`config.mk`:
```
export PLATFORM = sky130hd
export DESIGN_NAME = colmix_top
export DESIGN_NICKNAME = d
export VERILOG_FILES = /design/src/hdl/colmix_pkg.sv /design/src/hdl/pal_cpu_if.sv /design/src/hdl/video_in_if.sv /design/src/hdl/palette_ram.sv /design/src/hdl/colour_fetch.sv /design/src/hdl/blank_delay.sv /design/src/hdl/rgb_mixer.sv /design/src/hdl/colmix_top.sv
export SDC_FILE = /design/constraint.sdc
export NUM_CORES = 2
export LEC_CHECK = 0
export BUFFER_PORTS_ARGS = -buffer_cell sky130_fd_sc_hd__buf_2
export CAP_MARGIN = 25
export CORE_ASPECT_RATIO = 0.5
export CORE_MARGIN = 4
export CORE_UTILIZATION = 64
export DETAILED_ROUTE_END_ITERATION = 8
export PLACE_DENSITY_LB_ADDON = 0.12
export SLEW_MARGIN = 20
export SYNTH_ARGS = -nofsm -noshare
export SYNTH_HDL_FRONTEND = slang
export SYNTH_HIERARCHICAL = 1
export SYNTH_SLANG_ARGS = --single-unit
```
`constraint.sdc`:
```
create_clock -name clk -period 3.89 [get_ports clk]
set_clock_uncertainty 0.15 [all_clocks]
set_input_delay 0.389 -clock clk [delete_from_list [all_inputs] [get_ports clk]]
set_output_delay 0.389 -clock clk [all_outputs]
set_load 0.005 [all_outputs]
```
`src/hdl/colmix_pkg.sv`:
```
package colmix_pkg;

    // Field widths
    localparam int IDX_W  = 7;
    localparam int BYTE_W = 8;
    localparam int ADDR_W = IDX_W + 1;
    localparam int CHAN_W = 5;
    localparam int COL_W  = 3 * CHAN_W;

    // Palette size in bytes, two bytes per colour
    localparam int PAL_DEPTH = 2 ** ADDR_W;

    // Pixel strobes from index sample to visible colour
    localparam int PIPE_DLY = 3;

    // Strobes spent fetching both bytes before the mixer latches the word
    localparam int FETCH_DLY = 2;

    // Strobe stages left for the mixer to cover
    localparam int MIX_DLY = PIPE_DLY - FETCH_DLY;

    // Index followed by the byte select bit
    typedef logic [ADDR_W-1:0] pal_addr_t;

    typedef logic [BYTE_W-1:0] pal_byte_t;

    typedef logic [IDX_W-1:0] col_index_t;

    // Blue in the top bits, red in the bottom ones
    typedef logic [COL_W-1:0] colour_t;

    typedef logic [CHAN_W-1:0] channel_t;

endpackage

```
`src/hdl/pal_cpu_if.sv`:
```
`timescale 1ns/1ps

// CPU side of the palette memory
interface pal_cpu_if;

    // Chip select, read not write, CPU clock enable
    logic                 cs;
    logic                 rnw;
    logic                 cen;
    colmix_pkg::pal_addr_t addr;
    colmix_pkg::pal_byte_t wdata;
    // Registered read data, one clock behind addr
    colmix_pkg::pal_byte_t rdata;

    // Memory end
    modport ram (
        input  cs, rnw, cen, addr, wdata,
        output rdata
    );

    // CPU end
    modport host (
        output cs, rnw, cen, addr, wdata,
        input  rdata
    );

endinterface

```
`src/hdl/video_in_if.sv`:
```
`timescale 1ns/1ps

// Pixel stream from the graphics layers
interface video_in_if;

    // High one clock in two
    logic                   pxl_cen;
    // Blanking levels, low means blanked
    logic                   lhbl;
    logic                   lvbl;
    // Colour index of the current pixel
    colmix_pkg::col_index_t pxl;

    // Video timing and layer mux side
    modport source (
        output pxl_cen, lhbl, lvbl, pxl
    );

    // Fetch and blanking paths
    modport sink (
        input pxl_cen, lhbl, lvbl, pxl
    );

endinterface

```
`src/hdl/palette_ram.sv`:
```
`timescale 1ns/1ps

// 256 byte palette, CPU port plus pixel read port on one clock
module palette_ram (
    input  logic                  clk,
    pal_cpu_if.ram                cpu,
    input  colmix_pkg::pal_addr_t pxl_addr,
    output colmix_pkg::pal_byte_t pxl_data
);

    // Palette storage, contents survive reset
    colmix_pkg::pal_byte_t mem [colmix_pkg::PAL_DEPTH];

    logic cpu_we;

    // Write strobe from the CPU bus
    assign cpu_we = cpu.cs & cpu.cen & ~cpu.rnw;

    // CPU port
    always_ff @(posedge clk) begin
        if (cpu_we) begin
            mem[cpu.addr] <= cpu.wdata;
        end
        // Read back always runs, old data on a write cycle
        cpu.rdata <= mem[cpu.addr];
    end

    // Pixel port, read only
    always_ff @(posedge clk) begin
        pxl_data <= mem[pxl_addr];
    end

endmodule

```
`src/hdl/colour_fetch.sv`:
```
`timescale 1ns/1ps

// Two byte palette fetch per pixel
module colour_fetch (
    input  logic                  clk,
    input  logic                  rst,
    video_in_if.sink              vid,
    output colmix_pkg::pal_addr_t pxl_addr,
    input  colmix_pkg::pal_byte_t pxl_data,
    output colmix_pkg::colour_t   colour,
    output logic                  colour_stb
);

    // Index of the pixel being fetched
    colmix_pkg::col_index_t idx;
    // Byte select, 0 for high byte, idles on the low byte
    logic                   phase;
    // pxl_data carries the high byte this cycle
    logic                   hi_rd;
    // pxl_data carries the low byte this cycle
    logic                   lo_rd;
    // High byte held until the low byte returns
    colmix_pkg::pal_byte_t  hi_byte;

    // High byte address right after the strobe, low byte next
    assign pxl_addr = {idx, phase};

    // Index capture
    always_ff @(posedge clk) begin
        if (vid.pxl_cen) begin
            idx <= vid.pxl;
        end
    end

    // Read sequencing
    always_ff @(posedge clk) begin
        if (rst) begin
            phase <= 1'b1;
            hi_rd <= 1'b0;
            lo_rd <= 1'b0;
        end else begin
            // Back to the high byte on each new pixel
            phase <= ~vid.pxl_cen;
            // RAM answers one clock after the address
            hi_rd <= ~phase;
            lo_rd <= hi_rd;
        end
    end

    // Byte assembly
    always_ff @(posedge clk) begin
        if (hi_rd) begin
            hi_byte <= pxl_data;
        end
        if (lo_rd) begin
            // Bit 7 of the high byte is unused
            colour <= {hi_byte[colmix_pkg::BYTE_W-2:0], pxl_data};
        end
    end

    // One clock pulse with each new word
    always_ff @(posedge clk) begin
        if (rst) begin
            colour_stb <= 1'b0;
        end else begin
            colour_stb <= lo_rd;
        end
    end

endmodule

```
`src/hdl/blank_delay.sv`:
```
`timescale 1ns/1ps

// Blanking delay matched to the colour pipeline
module blank_delay (
    input  logic     clk,
    input  logic     rst,
    video_in_if.sink vid,
    output logic     lhbl_d,
    output logic     lvbl_d
);

    // In-flight blanking levels, bit 0 is the newest pixel
    logic [colmix_pkg::PIPE_DLY-1:0] hbl_sr;
    logic [colmix_pkg::PIPE_DLY-1:0] vbl_sr;

    // Horizontal blanking
    always_ff @(posedge clk) begin
        if (rst) begin
            // Start out blanked
            hbl_sr <= '0;
            lhbl_d <= 1'b0;
        end else if (vid.pxl_cen) begin
            // Pixel strobes only, so any strobe rate keeps alignment
            {lhbl_d, hbl_sr} <= {hbl_sr, vid.lhbl};
        end
    end

    // Vertical blanking, same shape
    always_ff @(posedge clk) begin
        if (rst) begin
            vbl_sr <= '0;
            lvbl_d <= 1'b0;
        end else if (vid.pxl_cen) begin
            {lvbl_d, vbl_sr} <= {vbl_sr, vid.lvbl};
        end
    end

endmodule

```
`src/hdl/rgb_mixer.sv`:
```
`timescale 1ns/1ps

// Final colour stage with blanking
module rgb_mixer (
    input  logic                 clk,
    input  logic                 rst,
    input  logic                 pxl_cen,
    input  colmix_pkg::colour_t  colour,
    input  logic                 colour_stb,
    input  logic                 lhbl_d,
    input  logic                 lvbl_d,
    output colmix_pkg::channel_t red,
    output colmix_pkg::channel_t green,
    output colmix_pkg::channel_t blue
);

    // Word from the fetch, held across the next strobe
    colmix_pkg::colour_t col_lat;
    // Strobe stages still to go before display
    colmix_pkg::colour_t col_sr [colmix_pkg::MIX_DLY];
    // Colour on screen, gated by blanking
    colmix_pkg::colour_t col_vis;
    logic                blanked;

    // Catch each word as it arrives
    always_ff @(posedge clk) begin
        if (colour_stb) begin
            col_lat <= colour;
        end
    end

    // Advance with the pixel strobe
    always_ff @(posedge clk) begin
        if (rst) begin
            for (int i = 0; i < colmix_pkg::MIX_DLY; i++) begin
                col_sr[i] <= '0;
            end
        end else if (pxl_cen) begin
            col_sr[0] <= col_lat;
            for (int i = 1; i < colmix_pkg::MIX_DLY; i++) begin
                col_sr[i] <= col_sr[i-1];
            end
        end
    end

    // Delayed flags change on the same strobe as the last stage
    assign blanked = ~lhbl_d | ~lvbl_d;
    assign col_vis = blanked ? '0 : col_sr[colmix_pkg::MIX_DLY-1];

    // Red low, green middle, blue high
    assign red   = col_vis[colmix_pkg::CHAN_W-1:0];
    assign green = col_vis[2*colmix_pkg::CHAN_W-1:colmix_pkg::CHAN_W];
    assign blue  = col_vis[3*colmix_pkg::CHAN_W-1:2*colmix_pkg::CHAN_W];

endmodule

```
`src/hdl/colmix_top.sv`:
```
`timescale 1ns/1ps

// Palette colour mixer top level
module colmix_top (
    input  logic                   clk,
    input  logic                   rst,
    input  logic                   pxl_cen,
    input  logic                   lhbl,
    input  logic                   lvbl,
    input  colmix_pkg::col_index_t gfx_pxl,
    input  logic                   pal_cs,
    input  logic                   cpu_rnw,
    input  logic                   cpu_cen,
    input  colmix_pkg::pal_addr_t  cpu_addr,
    input  colmix_pkg::pal_byte_t  cpu_dout,
    output colmix_pkg::pal_byte_t  pal_dout,
    output logic                   lhbl_dly,
    output logic                   lvbl_dly,
    output colmix_pkg::channel_t   red,
    output colmix_pkg::channel_t   green,
    output colmix_pkg::channel_t   blue
);

    pal_cpu_if  cpu_bus ();
    video_in_if vid_bus ();

    // Pixel read port
    colmix_pkg::pal_addr_t pxl_addr;
    colmix_pkg::pal_byte_t pxl_data;
    // Assembled colour towards the mixer
    colmix_pkg::colour_t   colour;
    logic                  colour_stb;
    // Delayed blanking
    logic                  lhbl_d;
    logic                  lvbl_d;

    // CPU bus mapping
    assign cpu_bus.cs    = pal_cs;
    assign cpu_bus.rnw   = cpu_rnw;
    assign cpu_bus.cen   = cpu_cen;
    assign cpu_bus.addr  = cpu_addr;
    assign cpu_bus.wdata = cpu_dout;
    assign pal_dout      = cpu_bus.rdata;

    // Video input mapping
    assign vid_bus.pxl_cen = pxl_cen;
    assign vid_bus.lhbl    = lhbl;
    assign vid_bus.lvbl    = lvbl;
    assign vid_bus.pxl     = gfx_pxl;

    palette_ram u_ram (
        .clk      (clk),
        .cpu      (cpu_bus.ram),
        .pxl_addr (pxl_addr),
        .pxl_data (pxl_data)
    );

    colour_fetch u_fetch (
        .clk        (clk),
        .rst        (rst),
        .vid        (vid_bus.sink),
        .pxl_addr   (pxl_addr),
        .pxl_data   (pxl_data),
        .colour     (colour),
        .colour_stb (colour_stb)
    );

    blank_delay u_blank (
        .clk    (clk),
        .rst    (rst),
        .vid    (vid_bus.sink),
        .lhbl_d (lhbl_d),
        .lvbl_d (lvbl_d)
    );

    rgb_mixer u_mixer (
        .clk        (clk),
        .rst        (rst),
        .pxl_cen    (pxl_cen),
        .colour     (colour),
        .colour_stb (colour_stb),
        .lhbl_d     (lhbl_d),
        .lvbl_d     (lvbl_d),
        .red        (red),
        .green      (green),
        .blue       (blue)
    );

    // Blanking also goes out for the video encoder
    assign lhbl_dly = lhbl_d;
    assign lvbl_dly = lvbl_d;

endmodule

```
==> summary.txt <==
status - complete, but fails checks
failing checks - setup timing
synth unique cells - 68
Reg-to-Reg Start - u_fetch/idx[0]
Port Buffer Count - 55
R2R setup slack - -0.29 ns
met3 Use GR - 20.8%
HPWL Detailed - 220000 um
core area - 152000 um^2
final wirelength - 330000 um
CTS tree - built
grt met1 use - 56.9%
dpl cells - 7378
most frequent cells in the layout - 2107 x edfxtp_1, 1016 x mux4_2, 594 x buf_4, 334 x mux2i_1, 300 x nor2_1
height of the die - 286 um
worst hold-check path type - in -> reg
cell row count - 101
Final period util - 107%
Setup Viol. Count Final - 2
Layout Nets - 5557
VDD IR-drop max - 0.000383 V
setup ws final - -0.291 ns
share of synthesized registers carrying an async set or reset - 0%
max cap viols - 0
CP startpoint kind - register
Sink Count - 2135
WL/cell - 42.5 um
postcts setup bufs - 0
Slowest-stage cell, CP - o311ai_0
P per Cell Area - 438 nW/um^2
Hold EP - u_ram/mem[69][7]
Top FF cell, synth - edfxtp_1
Period minus WS final - 4.18 ns
drt pass-1 iters - 6
mean post-synth cell area - 19.7 um^2
Die W - 563 um
Syn Inst Count - 5005
CP endpoint kind - register
layout cells sized above 1 - 35.9%
fin cells - 7751
Max Clk Rate - 239 MHz
Post-route DRC - 0
Initial Util - 64.7%
RSZ-0062 raised after global routing - no
Critical Path RT - 4.40 ns
most common cell after layout, fill and taps aside - edfxtp_1
GRT Total Usage - 41.4%
vias per std cell - 7.90
post-layout util - 73.1%
clock-pin slew of the registers on the worst-case setup and hold paths - 0.07 ns
area delta synth->final - 12.9%
pin slew with the least headroom to its limit - 1.29 ns
clk buf depth - 4
met2 Use GR - 57.4%
Clock Latency Late Sink - 0.85 ns
critical-path cell list - buf_12, buf_4, nand2b_4, buf_12, o221ai_1, o22ai_1, o311ai_0, a221oi_1, nor4_1
Root Buffer - clkbuf_16
CTS Buf Count - 191
global placer's final weighted congestion - 1.04
syn_nets - 5036
FF-to-FF End - u_ram/pxl_data[6]
largest net degree at the start of global routing - 145
Netlist Area Pre-Place - 98700 um^2
Ports - 56
first-pass GRT wire length - 460000 um
Hold Path Origin - cpu_dout[7]
hold path cells - 1
CP arrival - 4.69 ns
number of global-route vias before repair - 59594
via count - 61235
Slew Limit Fails - 0
WS Path Type - reg -> reg
Slew HR - 12.8%
final hold viol count - 0
Pleak - 36.8 nW
remaining global-route overflow - 0
Max Fanout on Critical Path - 37
path depth of the worst reg2reg path - 9
Post-synth EDFFs - 2107
DR iter-0 viols - 11049
YS warnings - 6
H-tree lvl count - 4
synthesis-stage register bit count - 2135
share of the yosys chip area belonging to registers - 64.7%
die area - 161000 um^2
most used cell, CP - buf_12
fillcell total - 8901
initial antenna violation count - 25
slowest stage delay, CP - 0.98 ns
Final ANT Viol Nets - 0
Top Usage Layer GRT - met2
-- flip-flops by register name, indices dropped and copies added, names as in the netlist --
name,flops
u_fetch/hi_rd,1
u_blank/lhbl_d,1
u_fetch/colour,15
u_mixer/col_lat,15
u_fetch/hi_byte,7
u_ram/cpu.rdata,8
u_fetch/colour_stb,1
u_fetch/phase,1
u_blank/hbl_sr,3
u_ram/pxl_data,8
u_blank/lvbl_d,1
u_ram/mem,2048
u_mixer/col_sr,15
u_fetch/idx,7
u_fetch/lo_rd,1
u_blank/vbl_sr,3
-- cell type report --
class	instances	area (um^2)	area share (%)
sequential	2135	63800	57.3
inverter	8	45.0	0.0404
antenna	22	55.1	0.0494
clock buffer	237	5030	4.51
clock inverter	99	757	0.680
timing repair buffer	733	6320	5.67
multi-input combinational	2457	32800	29.4
tap	2060	2580	2.31
-- cells in the mapped netlist, types with 5 or more instances --
library cell / instances / area, um^2
o31ai_1: 10 / 75.1
nor2_1: 302 / 1130
buf_2: 113 / 566
nand2_1: 113 / 424
or3_1: 6 / 37.5
mux4_2: 1016 / 22900
and3b_2: 5 / 50.1
a211oi_1: 12 / 90.1
a31oi_1: 7 / 43.8
or2_2: 5 / 31.3
buf_1: 53 / 199
o22ai_1: 64 / 400
edfxtp_1: 2107 / 63300
o22a_1: 7 / 61.3
nor2b_1: 23 / 144
and2_1: 5 / 31.3
a21oi_1: 69 / 345
a221oi_1: 14 / 123
buf_4: 63 / 473
nand3_1: 37 / 185
nor3_1: 60 / 300
dfxtp_1: 28 / 561
and3b_1: 10 / 87.6
o32ai_1: 6 / 52.6
clkbuf_1: 152 / 571
and3_1: 21 / 131
nand2b_1: 8 / 50.1
a22oi_1: 84 / 631
a22o_1: 5 / 43.8
o221ai_1: 92 / 806
o311ai_0: 14 / 123
nand4_1: 12 / 75.1
mux2_2: 26 / 293
mux2i_1: 334 / 3340
a2111oi_0: 5 / 43.8
buf_6: 22 / 248
o21ai_0: 12 / 60.1
nor4_1: 25 / 156
-- layer usage --
| layer | wire length [um] | share of wire [%] |
|---|---|---|
| met5 | 430 | 0.13 |
| met3 | 62300 | 19 |
| met1 | 111000 | 34 |
| met2 | 140000 | 42 |
| met4 | 15900 | 4.8 |
-- how the worst max path moves through the flow --
stage	from	to	cells after the start
5_1_grt	u_fetch/phase	u_ram/pxl_data[4]	9
6_report	u_fetch/idx[0]	u_ram/pxl_data[6]	9
4_1_cts	u_fetch/phase	u_ram/pxl_data[0]	9
3_5_place_dp	cpu_addr[0]	u_ram/cpu.rdata[1]	9
3_3_place_gp	cpu_addr[1]	u_ram/cpu.rdata[3]	8
2_1_floorplan	cpu_addr[0]	u_ram/mem[237][0]	12
-- kinds of logic after synthesis --
logic type	Yosys count	share of synthesized area [%]
AOI/OAI and AO/OA	422	3.12
buffers and inverters	413	2.15
DFF	2135	64.7
muxes	1377	26.9
and+or+nand+nor	658	3.12
-- critical path, delay by kind of cell, from the launching register on --
| family | cells | cell delay (ns) |
|---|---|---|
| AND/OR/NAND/NOR | 2 | 1.03 |
| flip-flops | 1 | 0.41 |
| AO/OA/AOI/OAI | 4 | 1.75 |
| buffers and inverters | 3 | 0.63 |
-- timing repair --
action	CTS	global route
pin swaps	0	0
gates resized for setup	2	3
endpoints found under the setup margin	2	2
hold buffers	14	0
endpoints found under the hold margin	44	0
-- report_power, final --
| group | switching [W] | internal [W] | leakage (nW) | total [W] |
|---|---|---|---|---|
| registers | 0.000118 | 0.0253 | 19.2 | 0.0255 |
| clock network | 0.00844 | 0.00993 | 2.82 | 0.0184 |
| logic | 0.00307 | 0.00187 | 14.8 | 0.00494 |
-- stage by stage --
step	setup TNS (ns)	cell area [um^2]	total power, W	worst slack, ns	hold slack [ns]
2_1_floorplan	0	98700	0.0284	0.676	0.236
3_3_place_gp	-0.936	105000	0.0306	-0.402	0.251
3_5_place_dp	-0.413	105000	0.0306	-0.263	0.255
4_1_cts	0	111000	0.0486	0.0260	0.0558
5_1_grt	0	111000	0.0499	0.0203	0.0689
6_report	-0.317	111000	0.0488	-0.291	0.0487
(Power assumes the default switching activity.)
